## config.mk

```make
export PLATFORM = sky130hd
export DESIGN_NAME = cpu_bottom
export DESIGN_NICKNAME = d
export VERILOG_FILES = /design/src/design/bottom_pkg.sv /design/src/design/cpu_bottom.sv /design/src/design/irq_unit.sv /design/src/design/inc_dec.sv /design/src/design/addr_regs.sv /design/src/design/reg_file.sv /design/src/design/bottom_ctrl.sv
export SDC_FILE = /design/constraint.sdc
export NUM_CORES = 1
export LEC_CHECK = 0
export BUFFER_PORTS_ARGS = -buffer_cell sky130_fd_sc_hd__buf_2
export CORE_MARGIN = 4
export CORE_UTILIZATION = 34
export CTS_BUF_LIST = sky130_fd_sc_hd__clkbuf_16
export CTS_CLUSTER_DIAMETER = 40
export DETAILED_ROUTE_END_ITERATION = 10
export PLACE_DENSITY_LB_ADDON = 0.3
export RECOVER_POWER = 50
export SETUP_SLACK_MARGIN = 0.1
export SLEW_MARGIN = 20
export SYNTH_ARGS = -nofsm -noshare
export SYNTH_HDL_FRONTEND = slang
export SYNTH_SLANG_ARGS = --single-unit
```

## constraint.sdc

```tcl
create_clock -name clk -period 3.68 [get_ports clk]
set_input_delay 0.184 -clock clk [delete_from_list [all_inputs] [get_ports clk]]
set_output_delay 0.184 -clock clk [all_outputs]
set_load 0.05 [all_outputs]
```

## src/design/bottom_pkg.sv

```systemverilog
package bottom_pkg;

	typedef logic [7:0] byte_t;
	typedef logic [15:0] word_t;

	// Byte register select where B..L follow the pair order
	typedef enum logic [2:0] {
		REG_B,
		REG_C,
		REG_D,
		REG_E,
		REG_H,
		REG_L,
		REG_A
	} reg_sel_t;

	typedef enum logic [2:0] {
		PAIR_BC,
		PAIR_DE,
		PAIR_HL,
		PAIR_SP,
		PAIR_PC,
		PAIR_WZ
	} pair_sel_t;

	typedef enum logic [3:0] {
		OP_NOP,
		OP_LD_IR,
		OP_LD_REG,	// Register from db_in
		OP_LD_RES,	// Register from ALU result
		OP_ST_REG,	// Register to db_out
		OP_LD_Z,
		OP_LD_W,
		OP_LD_PAIR_WZ,	// Pair takes W:Z
		OP_ADDR,	// Address latch takes pair
		OP_INC,
		OP_DEC,
		OP_INC_LO,	// Low byte only, high byte kept
		OP_MEM_WR,
		OP_IRQ_TAKE
	} bottom_op_t;

	typedef enum logic [1:0] {
		ID_PASS,
		ID_INC,
		ID_DEC,
		ID_INC_LO
	} incdec_mode_t;

	localparam word_t IE_ADDR = 16'hFFFF;	// IE mapped here
	localparam int VEC_STEP = 8;	// Spacing of interrupt vectors

endpackage
```

## src/design/cpu_bottom.sv

```systemverilog
`timescale 1ns/1ns

module cpu_bottom #(
	parameter int                NUM_IRQ  = 5,
	parameter bottom_pkg::byte_t VEC_BASE = 8'h40
) (
	input  logic                   clk,
	input  logic                   rst,
	input  bottom_pkg::bottom_op_t op,
	input  bottom_pkg::reg_sel_t   op_reg,
	input  bottom_pkg::pair_sel_t  op_pair,
	input  bottom_pkg::byte_t      db_in,
	input  bottom_pkg::byte_t      res,
	input  logic [NUM_IRQ-1:0]     irq_trig,
	input  logic                   ime,
	output bottom_pkg::word_t      addr,
	output bottom_pkg::byte_t      db_out,
	output bottom_pkg::byte_t      alu_a,
	output bottom_pkg::byte_t      ir,
	output bottom_pkg::byte_t      ie_q,
	output logic [3:0]             temp_flags,
	output logic                   ie_hit,
	output logic                   irq_pending,
	output logic [NUM_IRQ-1:0]     irq_ack
);

	logic ir_wr;
	logic rf_wr;
	logic rf_src_res;
	logic st_wr;
	logic z_wr;
	logic w_wr;
	logic addr_wr;
	logic pair_ld_wz;
	logic ar_pair_wr;
	logic rf_pair_wr;
	logic ie_wr;
	logic irq_take;
	logic vec_ld;
	bottom_pkg::incdec_mode_t incdec_mode;
	bottom_pkg::word_t rf_pair;
	bottom_pkg::word_t addr_src;
	bottom_pkg::word_t incdec_out;	// Pair writeback value
	bottom_pkg::byte_t vec_addr;

	bottom_ctrl bottom_ctrl_i (.clk, .rst, .op, .op_pair, .ir_wr, .rf_wr, .rf_src_res, .st_wr,
		.z_wr, .w_wr, .addr_wr, .pair_ld_wz, .ar_pair_wr, .rf_pair_wr, .incdec_mode, .ie_wr,
		.irq_take);

	reg_file reg_file_i (.clk, .rst, .ir_wr, .rf_wr, .rf_src_res, .st_wr, .rf_pair_wr, .op_reg,
		.op_pair, .db_in, .res, .incdec_out, .rf_pair, .db_out, .ir, .alu_a);

	addr_regs addr_regs_i (.clk, .rst, .z_wr, .w_wr, .addr_wr, .pair_ld_wz, .ar_pair_wr, .vec_ld,
		.op_pair, .db_in, .rf_pair, .incdec_out, .vec_addr, .addr, .addr_src, .temp_flags);

	inc_dec inc_dec_i (.clk, .mode(incdec_mode), .addr_src, .incdec_out);

	irq_unit #(
		.NUM_IRQ (NUM_IRQ),
		.VEC_BASE(VEC_BASE)
	) irq_unit_i (.clk, .rst, .ie_wr, .irq_take, .ime, .addr, .db_in, .irq_trig, .ie_q, .ie_hit,
		.irq_pending, .vec_ld, .vec_addr, .irq_ack);

endmodule

```

## src/design/irq_unit.sv

```systemverilog
`timescale 1ns/1ns

module irq_unit #(
	parameter int                NUM_IRQ  = 5,
	parameter bottom_pkg::byte_t VEC_BASE = 8'h40
) (
	input  logic               clk,
	input  logic               rst,
	input  logic               ie_wr,
	input  logic               irq_take,
	input  logic               ime,
	input  bottom_pkg::word_t  addr,
	input  bottom_pkg::byte_t  db_in,
	input  logic [NUM_IRQ-1:0] irq_trig,
	output bottom_pkg::byte_t  ie_q,
	output logic               ie_hit,
	output logic               irq_pending,
	output logic               vec_ld,
	output bottom_pkg::byte_t  vec_addr,
	output logic [NUM_IRQ-1:0] irq_ack
);

	logic [NUM_IRQ-1:0] ie;
	logic [NUM_IRQ-1:0] if_q;	// Interrupt flags
	logic [NUM_IRQ-1:0] grant;

	assign ie_hit = (addr == bottom_pkg::IE_ADDR);
	assign ie_q = bottom_pkg::byte_t'(ie);	// Unused upper bits read 0

	assign irq_pending = (|if_q) && ime;
	assign vec_ld = irq_take && irq_pending;	// PC loads on the take edge

	// Lowest set flag wins
	assign grant = if_q & (~if_q + NUM_IRQ'(1));

	always_comb begin
		vec_addr = VEC_BASE;
		for (int i = NUM_IRQ - 1; i >= 0; i--) begin
			if (if_q[i])
				vec_addr = bottom_pkg::byte_t'(VEC_BASE + i * bottom_pkg::VEC_STEP);
		end
	end

	always_ff @(posedge clk) begin
		if (rst) begin
			ie <= '0;
			if_q <= '0;
			irq_ack <= '0;
		end else begin
			if (ie_wr && ie_hit)
				ie <= db_in[NUM_IRQ-1:0];
			if_q <= irq_trig & ie;	// Sampled every cycle
			irq_ack <= vec_ld ? grant : '0;	// One-cycle pulse
		end
	end

	// An acknowledge is a single line and always follows a take
	a_ack_one: assert property (@(posedge clk) disable iff (rst)
		(irq_ack != '0) |-> $onehot(irq_ack) && $past(irq_take))
		else $error("irq_unit: bad acknowledge");

endmodule

```

## src/design/inc_dec.sv

```systemverilog
`timescale 1ns/1ns

module inc_dec (
	input  logic                     clk,
	input  bottom_pkg::incdec_mode_t mode,
	input  bottom_pkg::word_t        addr_src,
	output bottom_pkg::word_t        incdec_out
);

	logic down;
	logic lo_step;
	logic lo_carry;	// Carry or borrow out of the low byte
	logic hi_step;

	function automatic bottom_pkg::byte_t count_byte(input bottom_pkg::byte_t v,
			input logic en, input logic dn);
		if (!en)
			return v;
		return dn ? v - 8'd1 : v + 8'd1;
	endfunction

	assign down = (mode == bottom_pkg::ID_DEC);
	assign lo_step = (mode != bottom_pkg::ID_PASS);
	assign lo_carry = lo_step && (down ? (addr_src[7:0] == 8'h00) : (addr_src[7:0] == 8'hFF));
	assign hi_step = lo_carry && (mode != bottom_pkg::ID_INC_LO);	// INC_LO cuts the chain

	assign incdec_out[7:0] = count_byte(addr_src[7:0], lo_step, down);
	assign incdec_out[15:8] = count_byte(addr_src[15:8], hi_step, down);

	a_mode_known: assert property (@(posedge clk) !$isunknown(mode))
		else $error("inc_dec: mode is unknown");

endmodule

```

## src/design/addr_regs.sv

```systemverilog
`timescale 1ns/1ns

module addr_regs (
	input  logic                  clk,
	input  logic                  rst,
	input  logic                  z_wr,
	input  logic                  w_wr,
	input  logic                  addr_wr,
	input  logic                  pair_ld_wz,
	input  logic                  ar_pair_wr,
	input  logic                  vec_ld,
	input  bottom_pkg::pair_sel_t op_pair,
	input  bottom_pkg::byte_t     db_in,
	input  bottom_pkg::word_t     rf_pair,
	input  bottom_pkg::word_t     incdec_out,
	input  bottom_pkg::byte_t     vec_addr,
	output bottom_pkg::word_t     addr,
	output bottom_pkg::word_t     addr_src,
	output logic [3:0]            temp_flags
);

	bottom_pkg::byte_t z;	// Temp low
	bottom_pkg::byte_t w;	// Temp high
	bottom_pkg::word_t sp;
	bottom_pkg::word_t pc;

	// Source for the address latch and the inc/dec unit
	always_comb begin
		if (pair_ld_wz) begin
			addr_src = {w, z};
		end else begin
			case (op_pair)
				bottom_pkg::PAIR_SP: addr_src = sp;
				bottom_pkg::PAIR_PC: addr_src = pc;
				bottom_pkg::PAIR_WZ: addr_src = {w, z};
				default: addr_src = rf_pair;	// BC, DE, HL from reg_file
			endcase
		end
	end

	assign temp_flags = z[7:4];	// Z N H C from the temp Z register

	always_ff @(posedge clk) begin
		if (rst) begin
			z <= '0;
			w <= '0;
			sp <= '0;
			pc <= '0;
			addr <= '0;
		end else begin
			if (z_wr)
				z <= db_in;
			if (w_wr)
				w <= db_in;
			if (addr_wr)
				addr <= addr_src;	// Old pair value goes out
			if (ar_pair_wr) begin
				case (op_pair)
					bottom_pkg::PAIR_SP: sp <= incdec_out;
					bottom_pkg::PAIR_PC: pc <= incdec_out;
					bottom_pkg::PAIR_WZ: begin
						w <= incdec_out[15:8];
						z <= incdec_out[7:0];
					end
					default: ;
				endcase
			end
			// Interrupt vector wins over any PC write
			if (vec_ld)
				pc <= {8'h00, vec_addr};
		end
	end

endmodule

```

## src/design/reg_file.sv

```systemverilog
`timescale 1ns/1ns

module reg_file (
	input  logic                  clk,
	input  logic                  rst,
	input  logic                  ir_wr,
	input  logic                  rf_wr,
	input  logic                  rf_src_res,
	input  logic                  st_wr,
	input  logic                  rf_pair_wr,
	input  bottom_pkg::reg_sel_t  op_reg,
	input  bottom_pkg::pair_sel_t op_pair,
	input  bottom_pkg::byte_t     db_in,
	input  bottom_pkg::byte_t     res,
	input  bottom_pkg::word_t     incdec_out,
	output bottom_pkg::word_t     rf_pair,
	output bottom_pkg::byte_t     db_out,
	output bottom_pkg::byte_t     ir,
	output bottom_pkg::byte_t     alu_a
);

	bottom_pkg::byte_t gpr [7];	// B C D E H L A
	bottom_pkg::byte_t ld_val;
	logic [2:0] hi_idx;
	logic [2:0] lo_idx;
	logic pair_ok;
	logic reg_ok;

	assign ld_val = rf_src_res ? res : db_in;

	// BC, DE, HL map onto register index 2p and 2p+1
	assign hi_idx = {op_pair[1:0], 1'b0};
	assign lo_idx = {op_pair[1:0], 1'b1};
	assign pair_ok = (op_pair == bottom_pkg::PAIR_BC) || (op_pair == bottom_pkg::PAIR_DE) ||
		(op_pair == bottom_pkg::PAIR_HL);
	assign reg_ok = (op_reg <= bottom_pkg::REG_A);

	always_comb begin
		rf_pair = '0;
		if (pair_ok)
			rf_pair = {gpr[hi_idx], gpr[lo_idx]};	// High register first
	end

	assign alu_a = gpr[bottom_pkg::REG_A];	// Operand 1 is always A

	always_ff @(posedge clk) begin
		if (rst) begin
			for (int i = 0; i < 7; i++)
				gpr[i] <= '0;
			ir <= '0;
			db_out <= '0;
		end else begin
			if (ir_wr)
				ir <= db_in;
			if (rf_wr && reg_ok)
				gpr[op_reg] <= ld_val;
			if (rf_pair_wr && pair_ok) begin
				gpr[hi_idx] <= incdec_out[15:8];
				gpr[lo_idx] <= incdec_out[7:0];
			end
			if (st_wr && reg_ok)
				db_out <= gpr[op_reg];	// Store latch toward memory
		end
	end

endmodule

```

## src/design/bottom_ctrl.sv

```systemverilog
`timescale 1ns/1ns

module bottom_ctrl (
	input  logic                     clk,
	input  logic                     rst,
	input  bottom_pkg::bottom_op_t   op,
	input  bottom_pkg::pair_sel_t    op_pair,
	output logic                     ir_wr,
	output logic                     rf_wr,
	output logic                     rf_src_res,
	output logic                     st_wr,
	output logic                     z_wr,
	output logic                     w_wr,
	output logic                     addr_wr,
	output logic                     pair_ld_wz,
	output logic                     ar_pair_wr,
	output logic                     rf_pair_wr,
	output bottom_pkg::incdec_mode_t incdec_mode,
	output logic                     ie_wr,
	output logic                     irq_take
);

	logic pair_wr;	// Some pair takes the inc/dec result
	logic pair_in_rf;
	logic pair_in_ar;

	assign pair_in_rf = (op_pair == bottom_pkg::PAIR_BC) || (op_pair == bottom_pkg::PAIR_DE) ||
		(op_pair == bottom_pkg::PAIR_HL);
	assign pair_in_ar = (op_pair == bottom_pkg::PAIR_SP) || (op_pair == bottom_pkg::PAIR_PC) ||
		(op_pair == bottom_pkg::PAIR_WZ);

	always_comb begin
		ir_wr = 1'b0;
		rf_wr = 1'b0;
		rf_src_res = 1'b0;
		st_wr = 1'b0;
		z_wr = 1'b0;
		w_wr = 1'b0;
		addr_wr = 1'b0;
		pair_ld_wz = 1'b0;
		pair_wr = 1'b0;
		incdec_mode = bottom_pkg::ID_PASS;
		ie_wr = 1'b0;
		irq_take = 1'b0;
		case (op)
			bottom_pkg::OP_LD_IR: ir_wr = 1'b1;
			bottom_pkg::OP_LD_REG: rf_wr = 1'b1;
			bottom_pkg::OP_LD_RES: begin
				rf_wr = 1'b1;
				rf_src_res = 1'b1;
			end
			bottom_pkg::OP_ST_REG: st_wr = 1'b1;
			bottom_pkg::OP_LD_Z: z_wr = 1'b1;
			bottom_pkg::OP_LD_W: w_wr = 1'b1;
			bottom_pkg::OP_LD_PAIR_WZ: begin
				pair_ld_wz = 1'b1;	// W:Z passes through inc_dec unchanged
				pair_wr = 1'b1;
			end
			bottom_pkg::OP_ADDR: addr_wr = 1'b1;
			bottom_pkg::OP_INC: begin
				addr_wr = 1'b1;
				pair_wr = 1'b1;
				incdec_mode = bottom_pkg::ID_INC;
			end
			bottom_pkg::OP_DEC: begin
				addr_wr = 1'b1;
				pair_wr = 1'b1;
				incdec_mode = bottom_pkg::ID_DEC;
			end
			bottom_pkg::OP_INC_LO: begin
				addr_wr = 1'b1;
				pair_wr = 1'b1;
				incdec_mode = bottom_pkg::ID_INC_LO;
			end
			bottom_pkg::OP_MEM_WR: ie_wr = 1'b1;	// irq_unit decodes the address
			bottom_pkg::OP_IRQ_TAKE: irq_take = 1'b1;
			default: ;
		endcase
	end

	assign rf_pair_wr = pair_wr && pair_in_rf;	// BC, DE, HL
	assign ar_pair_wr = pair_wr && pair_in_ar;	// SP, PC, WZ

	a_op_known: assert property (@(posedge clk) disable iff (rst) !$isunknown(op))
		else $error("bottom_ctrl: op is unknown");
	a_pair_wr_one: assert property (@(posedge clk) disable iff (rst)
		pair_wr |-> $onehot({rf_pair_wr, ar_pair_wr}))
		else $error("bottom_ctrl: pair write has no single target");
	a_mem_wr_excl: assert property (@(posedge clk) disable iff (rst)
		ie_wr |-> !(rf_pair_wr || ar_pair_wr))
		else $error("bottom_ctrl: memory write with pair write");

endmodule

```

==> run_results.csv, run 1 <==
group,metric,value,unit
outcome,run_status,"finished with violations",
outcome,violations,"max-capacitance violations, max-slew violations",
detailed_routing,wl_per_cell,21.2,µm
pwr,pwr-share-seq,44.7,%
sta,setup_slack,0.204,ns
floorplan,start_util,34.6,%
yosys,synth-seq-area-share,45.4,%
final_layout,area_growth,18.9,%
pwr,clock_power_share,41.0,%
clocking,cts_made_buffers,17,
clocking,root_buffer,"clkbuf_16",
floorplan,fp.dieW,165,µm
clocking,clkTransAtPathRegs,0.07,ns
placement,dp.cells,1247,
worst_hold_path,hp-class,"in -> reg",
setup_path,start_kind,"flop",
sta,hold_viol,0,
yosys,synth_edf_count,64,
sta,report.final.slew_viol_count,75,
placement,dpl.hpwl,20.3,mm
pwr,intPower,3.07,mW
pwr,powerDensity,433,nW/µm²
sta,max_freq,0.288,GHz
floorplan,die_h,165,µm
pwr,comb_power_share,14.3,%
setup_path,crit_chain,"mux4_1 -> a32oi_1 -> o21ai_2 -> ha_1 -> a21oi_1 -> o21ai_0 -> a22o_1 -> o31ai_1 -> mux2i_1 -> xnor2_2 -> a2bb2oi_1 -> nor2_1",
sta,hold_slack,0.0519,ns
global_routing,grt_usage,20.3,%
detailed_routing,routed_wl,27.3,mm
setup_path,critPathRequiredTime,3.93,ns
final_layout,antenna_cells,0,
setup_path,cpMaxStageDelayCell,"mux4_1",
floorplan,coreArea,24400,µm²
pwr,p_leak,3.81,nW
sta,setup_violations,0,
yosys,ys_dominant_reg_cell,"dfxtp_1",
detailed_routing,dr.pass1.iters,5,
detailed_routing,drt-initial-drc-count,708,
setup_path,crit_arrival,3.72,ns
yosys,synth_cells,835,
yosys,synth_area,8430,µm²
floorplan,rows,57,
setup_path,cpPeakStageDelay,0.55,ns
job,drv_cap,1,
detailed_routing,via_per_inst,5.61,
yosys,avgSynthCellArea,10.1,µm²
pwr,ir_drop,345,µV
detailed_routing,highest_layer,"met4",
final_layout,drive_gt1_share,18.9,%
final_layout,nets,996,
yosys,ys_warn_count,0,
sta,slew-limit-headroom,-6.99,%
clocking,clkSinkCount,159,
global_routing,grt-ovfl-total,0,
setup_path,worst-setup-path-type,"reg -> reg",
detailed_routing,drc,0,
placement,io_buffers,89,
sta,finalCritPeriodShare,94.5,%
detailed_routing,num_vias,7209,
setup_path,cp-end-kind,"flop",
clocking,clkLatencyLatePin,0.44,ns
sta,finClkSkew,0.0105,ns
detailed_routing,dr_wl_met3,1.68,mm
pwr,switching_share,29.3,%
clocking,cts_tree,"done",
detailed_routing,wl_met1,11.5,mm
detailed_routing,wl_met2,13.1,mm
detailed_routing,antenna_left,0,
pwr,switchingPower,1.27,mW
placement,routabilityCongestion,0.956,
yosys,ys_async_sr_fraction,0,%
global_routing,antenna_found_initial,0,
clocking,htree_levels,4,
sta,worst_pin_slew,1.60,ns
global_routing,grt_pass1_vias,6948,
setup_path,cp_max_fo,6,
yosys,synth.distinct_cells,72,
final_layout,stdcell_count,1285,
global_routing,grt_pass1_wl,41.6,mm
placement,pre_cts_ws,-0.0330,ns
floorplan,dieArea,27400,µm²
floorplan,ios,93,
clocking,clock_path_buffers,2,
yosys,ys_seq_elements,159,
sta,rsz0062_at_grt,"false",
global_routing,grt_max_degree,75,
sta,final_period_minus_worst_setup_slack,3.48,ns
[worst paths after layout]
path                                      endpoint                  from  slack [ns]  cells after the start
worst max-delay path             addr_regs_i.pc[7]  reg_file_i.gpr[5][2]        0.20                     12
worst min-delay path              reg_file_i.ir[7]              db_in[7]        0.05                      3
worst max register to register   addr_regs_i.pc[7]  reg_file_i.gpr[5][2]        0.20                     12
worst min register to register  irq_unit_i.if_q[1]      irq_unit_i.ie[1]        0.45                      2
[metal layers]
metal,GRT usage (%),vias to the layer above
li1,-,3343
met1,27.0,3489
met2,32.8,312
met3,3.40,65
met4,8.85,0
met5,0,-
[metrics by stage]
stage | TNS, ns | cell area (µm²) | utilization [%] | power, mW
detailed placement | -0.178 | 9460 | 38.8 | 2.60
CTS | 0 | 10100 | 41.4 | 4.36
finish | 0 | 10000 | 41.1 | 4.34
global route | 0 | 10000 | 41.1 | 4.49
floorplan | 0 | 8470 | - | 2.37
global placement | 0 | 9460 | 38.8 | 2.59
[sequential cells by signal, indices dropped and copies added, names as in the netlist]
name and flops:
addr_regs_i.addr 16, addr_regs_i.pc 16, addr_regs_i.sp 16, addr_regs_i.w 8
addr_regs_i.z 8, irq_unit_i.ie 5, irq_unit_i.if_q 5, irq_unit_i.irq_ack 5
reg_file_i.db_out 8, reg_file_i.gpr 64, reg_file_i.ir 8
[critical path: cells and delay by family (launching register included)]
kind,cells,cell delay (ns)
adder cells (fa/ha/maj),1,0.37
AND/OR/NAND/NOR,1,0.06
XOR/XNOR,1,0.22
flip-flops,1,0.45
multiplexers,2,0.87
AO/OA/AOI/OAI,7,1.31
[layout by cell type, fill, tap and decap left out, drive strengths merged, types with 3 or more instances in the layout]
cell	n
xor2	3
nor4	5
mux4	25
dfxtp	95
inv	36
o22ai	43
edfxtp	64
a221o	5
or3	4
mux2i	33
nor2	98
a21oi	31
and2	5
mux2	8
nor2b	24
or2	9
o21ai	37
and3	7
buf	89
dlygate4sd3	5
nand3	7
o31ai	3
clkinv	7
conb	11
nor3b	3
nor3	23
nand2b	11
a211oi	66
clkbuf	78
nand4	9
ha	12
xnor2	9
a31oi	5
nand2	46
a22oi	12
[power groups by stage]
stage	sequential, mW	combinational (mW)	clock (mW)
after detailed placement	1.98	0.620	0
after CTS	1.94	0.626	1.79
final	1.94	0.621	1.78
after global placement	1.98	0.617	0
after global routing	1.95	0.667	1.87
after floorplan	2.03	0.340	0
[timing repair]
item,4_1_cts,5_1_grt
hold buffers,5,0
gates resized for setup,0,6
setup endpoints to repair,0,19
endpoints found under the hold margin,5,0
buffers inserted,0,1
[synth_stat cells, drive strengths merged (11+ instances only)]
library cell,count,share of area [%]
buf,26,1.8
ha,12,1.8
o21ai,37,2.3
inv,29,1.3
dfxtp,95,23
mux2i,33,3.9
nand2b,11,0.82
nor2,98,4.5
nor2b,24,1.8
nor3,23,1.4
edfxtp,64,23
a22oi,12,1.1
nand2,46,2.0
a211oi,66,6.1
a21oi,31,1.8
mux4,25,6.7
clkbuf,45,2.0
o22ai,43,3.2
[final cells by class]
class                           instances  area, µm²
Multi-Input combinational cell        586       4230
Fill cell                            2443      14400
Tap cell                              324        405
Clock inverter                         15        155
Clock buffer                           17        425
Sequential cell                       159       3820
Inverter                               29        109
Timing Repair Buffer                  155        871
[logic make-up after synthesis]
logic type                 share of synthesized area, %
adders and majority gates                          2.26
other                                            0.0445
xor gates and xnor gates                           1.34
muxes                                              11.8
DFF                                                45.4
buffers and inverters                              5.15
and+or+nand+nor                                    15.5
AOI/OAI and AO/OA                                  18.6
Note: power is estimated with default switching activity, not from simulation.
==> run 2: changes to the inputs <==
--- a/config.mk
+++ b/config.mk
@@ -7,14 +7,14 @@
 export LEC_CHECK = 0
 export BUFFER_PORTS_ARGS = -buffer_cell sky130_fd_sc_hd__buf_2
 export CORE_MARGIN = 4
-export CORE_UTILIZATION = 34
+export CORE_UTILIZATION = 40
 export CTS_BUF_LIST = sky130_fd_sc_hd__clkbuf_16
 export CTS_CLUSTER_DIAMETER = 40
 export DETAILED_ROUTE_END_ITERATION = 10
 export PLACE_DENSITY_LB_ADDON = 0.3
 export RECOVER_POWER = 50
 export SETUP_SLACK_MARGIN = 0.1
-export SLEW_MARGIN = 20
+export SLEW_MARGIN = 40
 export SYNTH_ARGS = -nofsm -noshare
 export SYNTH_HDL_FRONTEND = slang
 export SYNTH_SLANG_ARGS = --single-unit
==> run_results.csv, run 2 (synthesized netlist as in run 1, its figures left out) <==
group,metric,value,unit
detailed_routing,wl_per_cell,22.0,µm
detailed_routing,drc,0,
job,drv_cap,1,
final_layout,largest_register,"reg_file_i.gpr",
setup_path,start_kind,"flop",
pwr,clock_power_share,42.0,%
outcome,violations,"max-capacitance violations, max-slew violations",
global_routing,grt-ovfl-total,0,
placement,dpl.hpwl,19.7,mm
pwr,intPower,3.21,mW
pwr,switching_share,27.1,%
outcome,run_status,"finished with violations",
setup_path,cpMaxStageDelayCell,"mux4_1",
global_routing,antenna_found_initial,0,
sta,worst_pin_slew,2.16,ns
sta,setup_violations,0,
sta,slew-limit-headroom,-44.1,%
sta,hold_viol,0,
pwr,ir_drop,331,µV
detailed_routing,antenna_left,0,
worst_hold_path,hp-class,"in -> reg",
global_routing,grt_pass1_vias,6852,
final_layout,antenna_cells,0,
final_layout,final_common_cell,"dfxtp_1",
setup_path,cp.depth,12,
floorplan,start_util,41.1,%
final_layout,final_cell_mix,"95 x dfxtp_1, 93 x nor2_1, 67 x clkbuf_1",
pwr,comb_power_share,13.9,%
detailed_routing,num_vias,7211,
final_layout,drive_gt1_share,17.4,%
sta,tns,0,ns
pwr,switchingPower,1.20,mW
placement,io_buffers,89,
sta,rsz0062_at_grt,"false",
floorplan,rows,52,
final_layout,largest_register_ffs,64,
pwr,pwr-share-seq,44.1,%
setup_path,crit_chain,"mux4_1 -> a32oi_1 -> o21ai_2 -> ha_1 -> a21oi_1 -> o21ai_0 -> a22o_1 -> o31ai_2 -> mux2i_1 -> xnor2_2 -> a2bb2oi_1 -> nor2_1",
detailed_routing,routed_wl,26.9,mm
setup_path,cp_max_fo,6,
clocking,clock_path_buffers,2,
global_routing,grt_usage,22.3,%
clocking,cts_made_buffers,17,
floorplan,die_h,153,µm
placement,placed_area,9340,µm²
setup_path,cpPeakStageDelay,0.53,ns
final_layout,nets,987,
setup_path,critPathRequiredTime,3.91,ns
clocking,htree_levels,4,
final_layout,utilization,48.3,%
sta,final_period_minus_worst_setup_slack,3.41,ns
setup_path,worstRegToRegCells,12,
setup_path,cp-end-kind,"flop",
final_layout,multiInputGateArea,4230,µm²
sta,report.final.slew_viol_count,50,
floorplan,coreArea,20500,µm²
pwr,p_leak,3.74,nW
detailed_routing,drt-initial-drc-count,795,
setup_path,critical_path.top_delay_family,"compound AO/OA/AOI/OAI gates",
sta,max_freq,0.293,GHz
clocking,clkTransAtPathRegs,0.06,ns
final_layout,stdcell_count,1222,
sta,setup_slack,0.265,ns
pwr,powerDensity,446,nW/µm²
final_layout,num-fill-cells,1932,
final_layout,regArea,3820,µm²
sta,finalCritPeriodShare,92.8,%
global_routing,grt_max_degree,50,
clocking,root_buffer,"clkbuf_16",
clocking,clkSinkCount,159,
worst_hold_path,holdPathStages,3,
floorplan,ios,93,
setup_path,crit_arrival,3.65,ns
final_layout,design_area,9890,µm²
clocking,clkLatencyLatePin,0.43,ns
detailed_routing,dr.pass1.iters,5,
global_routing,grt_pass1_wl,40.7,mm
setup_path,worst-path-buf-inv,0,
floorplan,fp.dieW,153,µm
detailed_routing,via_per_inst,5.90,
placement,routabilityCongestion,0.983,
clocking,cts_tree,"done",
floorplan,dieArea,23500,µm²
placement,dp.cells,1185,
sta,finClkSkew,0.0124,ns
final_layout,area_growth,17.3,%
placement,pre_cts_ws,0.00834,ns
setup_path,worst-setup-path-type,"reg -> reg",
run 2: cell types whose count changed in the layout (fill, tap and decap cells not counted), sizes merged:
cell    change
bufinv      +2
clkbuf      +7
buf        -15
inv         -3
run 2: final timing paths:
check | slack [ns] | endpoint | from
setup / recovery | 0.27 | addr_regs_i.pc[7] | reg_file_i.gpr[5][2]
hold / removal | 0.06 | reg_file_i.ir[2] | db_in[2]
setup reg to reg | 0.27 | addr_regs_i.pc[7] | reg_file_i.gpr[5][2]
hold reg to reg | 0.45 | irq_unit_i.if_q[1] | irq_unit_i.ie[1]
run 2: power groups by stage:
stage	Clock, mW	Sequential, mW	Combinational (mW)
final	1.85	1.94	0.612
after global routing	1.95	1.95	0.652
after CTS	1.88	1.94	0.617
after detailed placement	0	1.98	0.611
after global placement	0	1.98	0.604
after floorplan	0	2.03	0.340
run 2: metal layers:
| layer | wire (µm) | track usage [%] | up-vias |
|---|---|---|---|
| met5 | 0 | 0 | - |
| met4 | 1080 | 9.29 | 0 |
| met3 | 2170 | 4.41 | 68 |
| met2 | 12500 | 35.4 | 372 |
| met1 | 11200 | 30.0 | 3460 |
| li1 | - | - | 3311 |
run 2: cell type report:
cell class,instances,share of cell area [%]
Multi-Input combinational cell,586,42.7
Sequential cell,159,38.7
Timing Repair Buffer,146,7.88
Clock buffer,18,4.55
Tap cell,270,3.42
Clock inverter,14,1.64
Inverter,29,1.10
run 2: worst reg2reg max path: stages (launching register included):
cell and delay (ns):
edfxtp_1 0.47, mux4_1 0.53, a32oi_1 0.22, o21ai_2 0.09, ha_1 0.37, a21oi_1 0.14
o21ai_0 0.12, a22o_1 0.22, o31ai_2 0.27, mux2i_1 0.30, xnor2_2 0.22, a2bb2oi_1 0.21
nor2_1 0.05
run 2: repair_timing:
| action | CTS | global route |
|---|---|---|
| resized for setup | 0 | 6 |
| endpoints found under the hold margin | 5 | 0 |
| setup buffers | 0 | 0 |
| setup endpoints to repair | 0 | 15 |
| hold buffers | 5 | 0 |
run 2: metrics by stage:
step           power, mW  hold slack (ns)
5_1_grt             4.54           0.0668
3_5_place_dp        2.59            0.418
4_1_cts             4.43           0.0455
2_1_floorplan       2.37            0.307
3_3_place_gp        2.58            0.417
6_report            4.41           0.0594
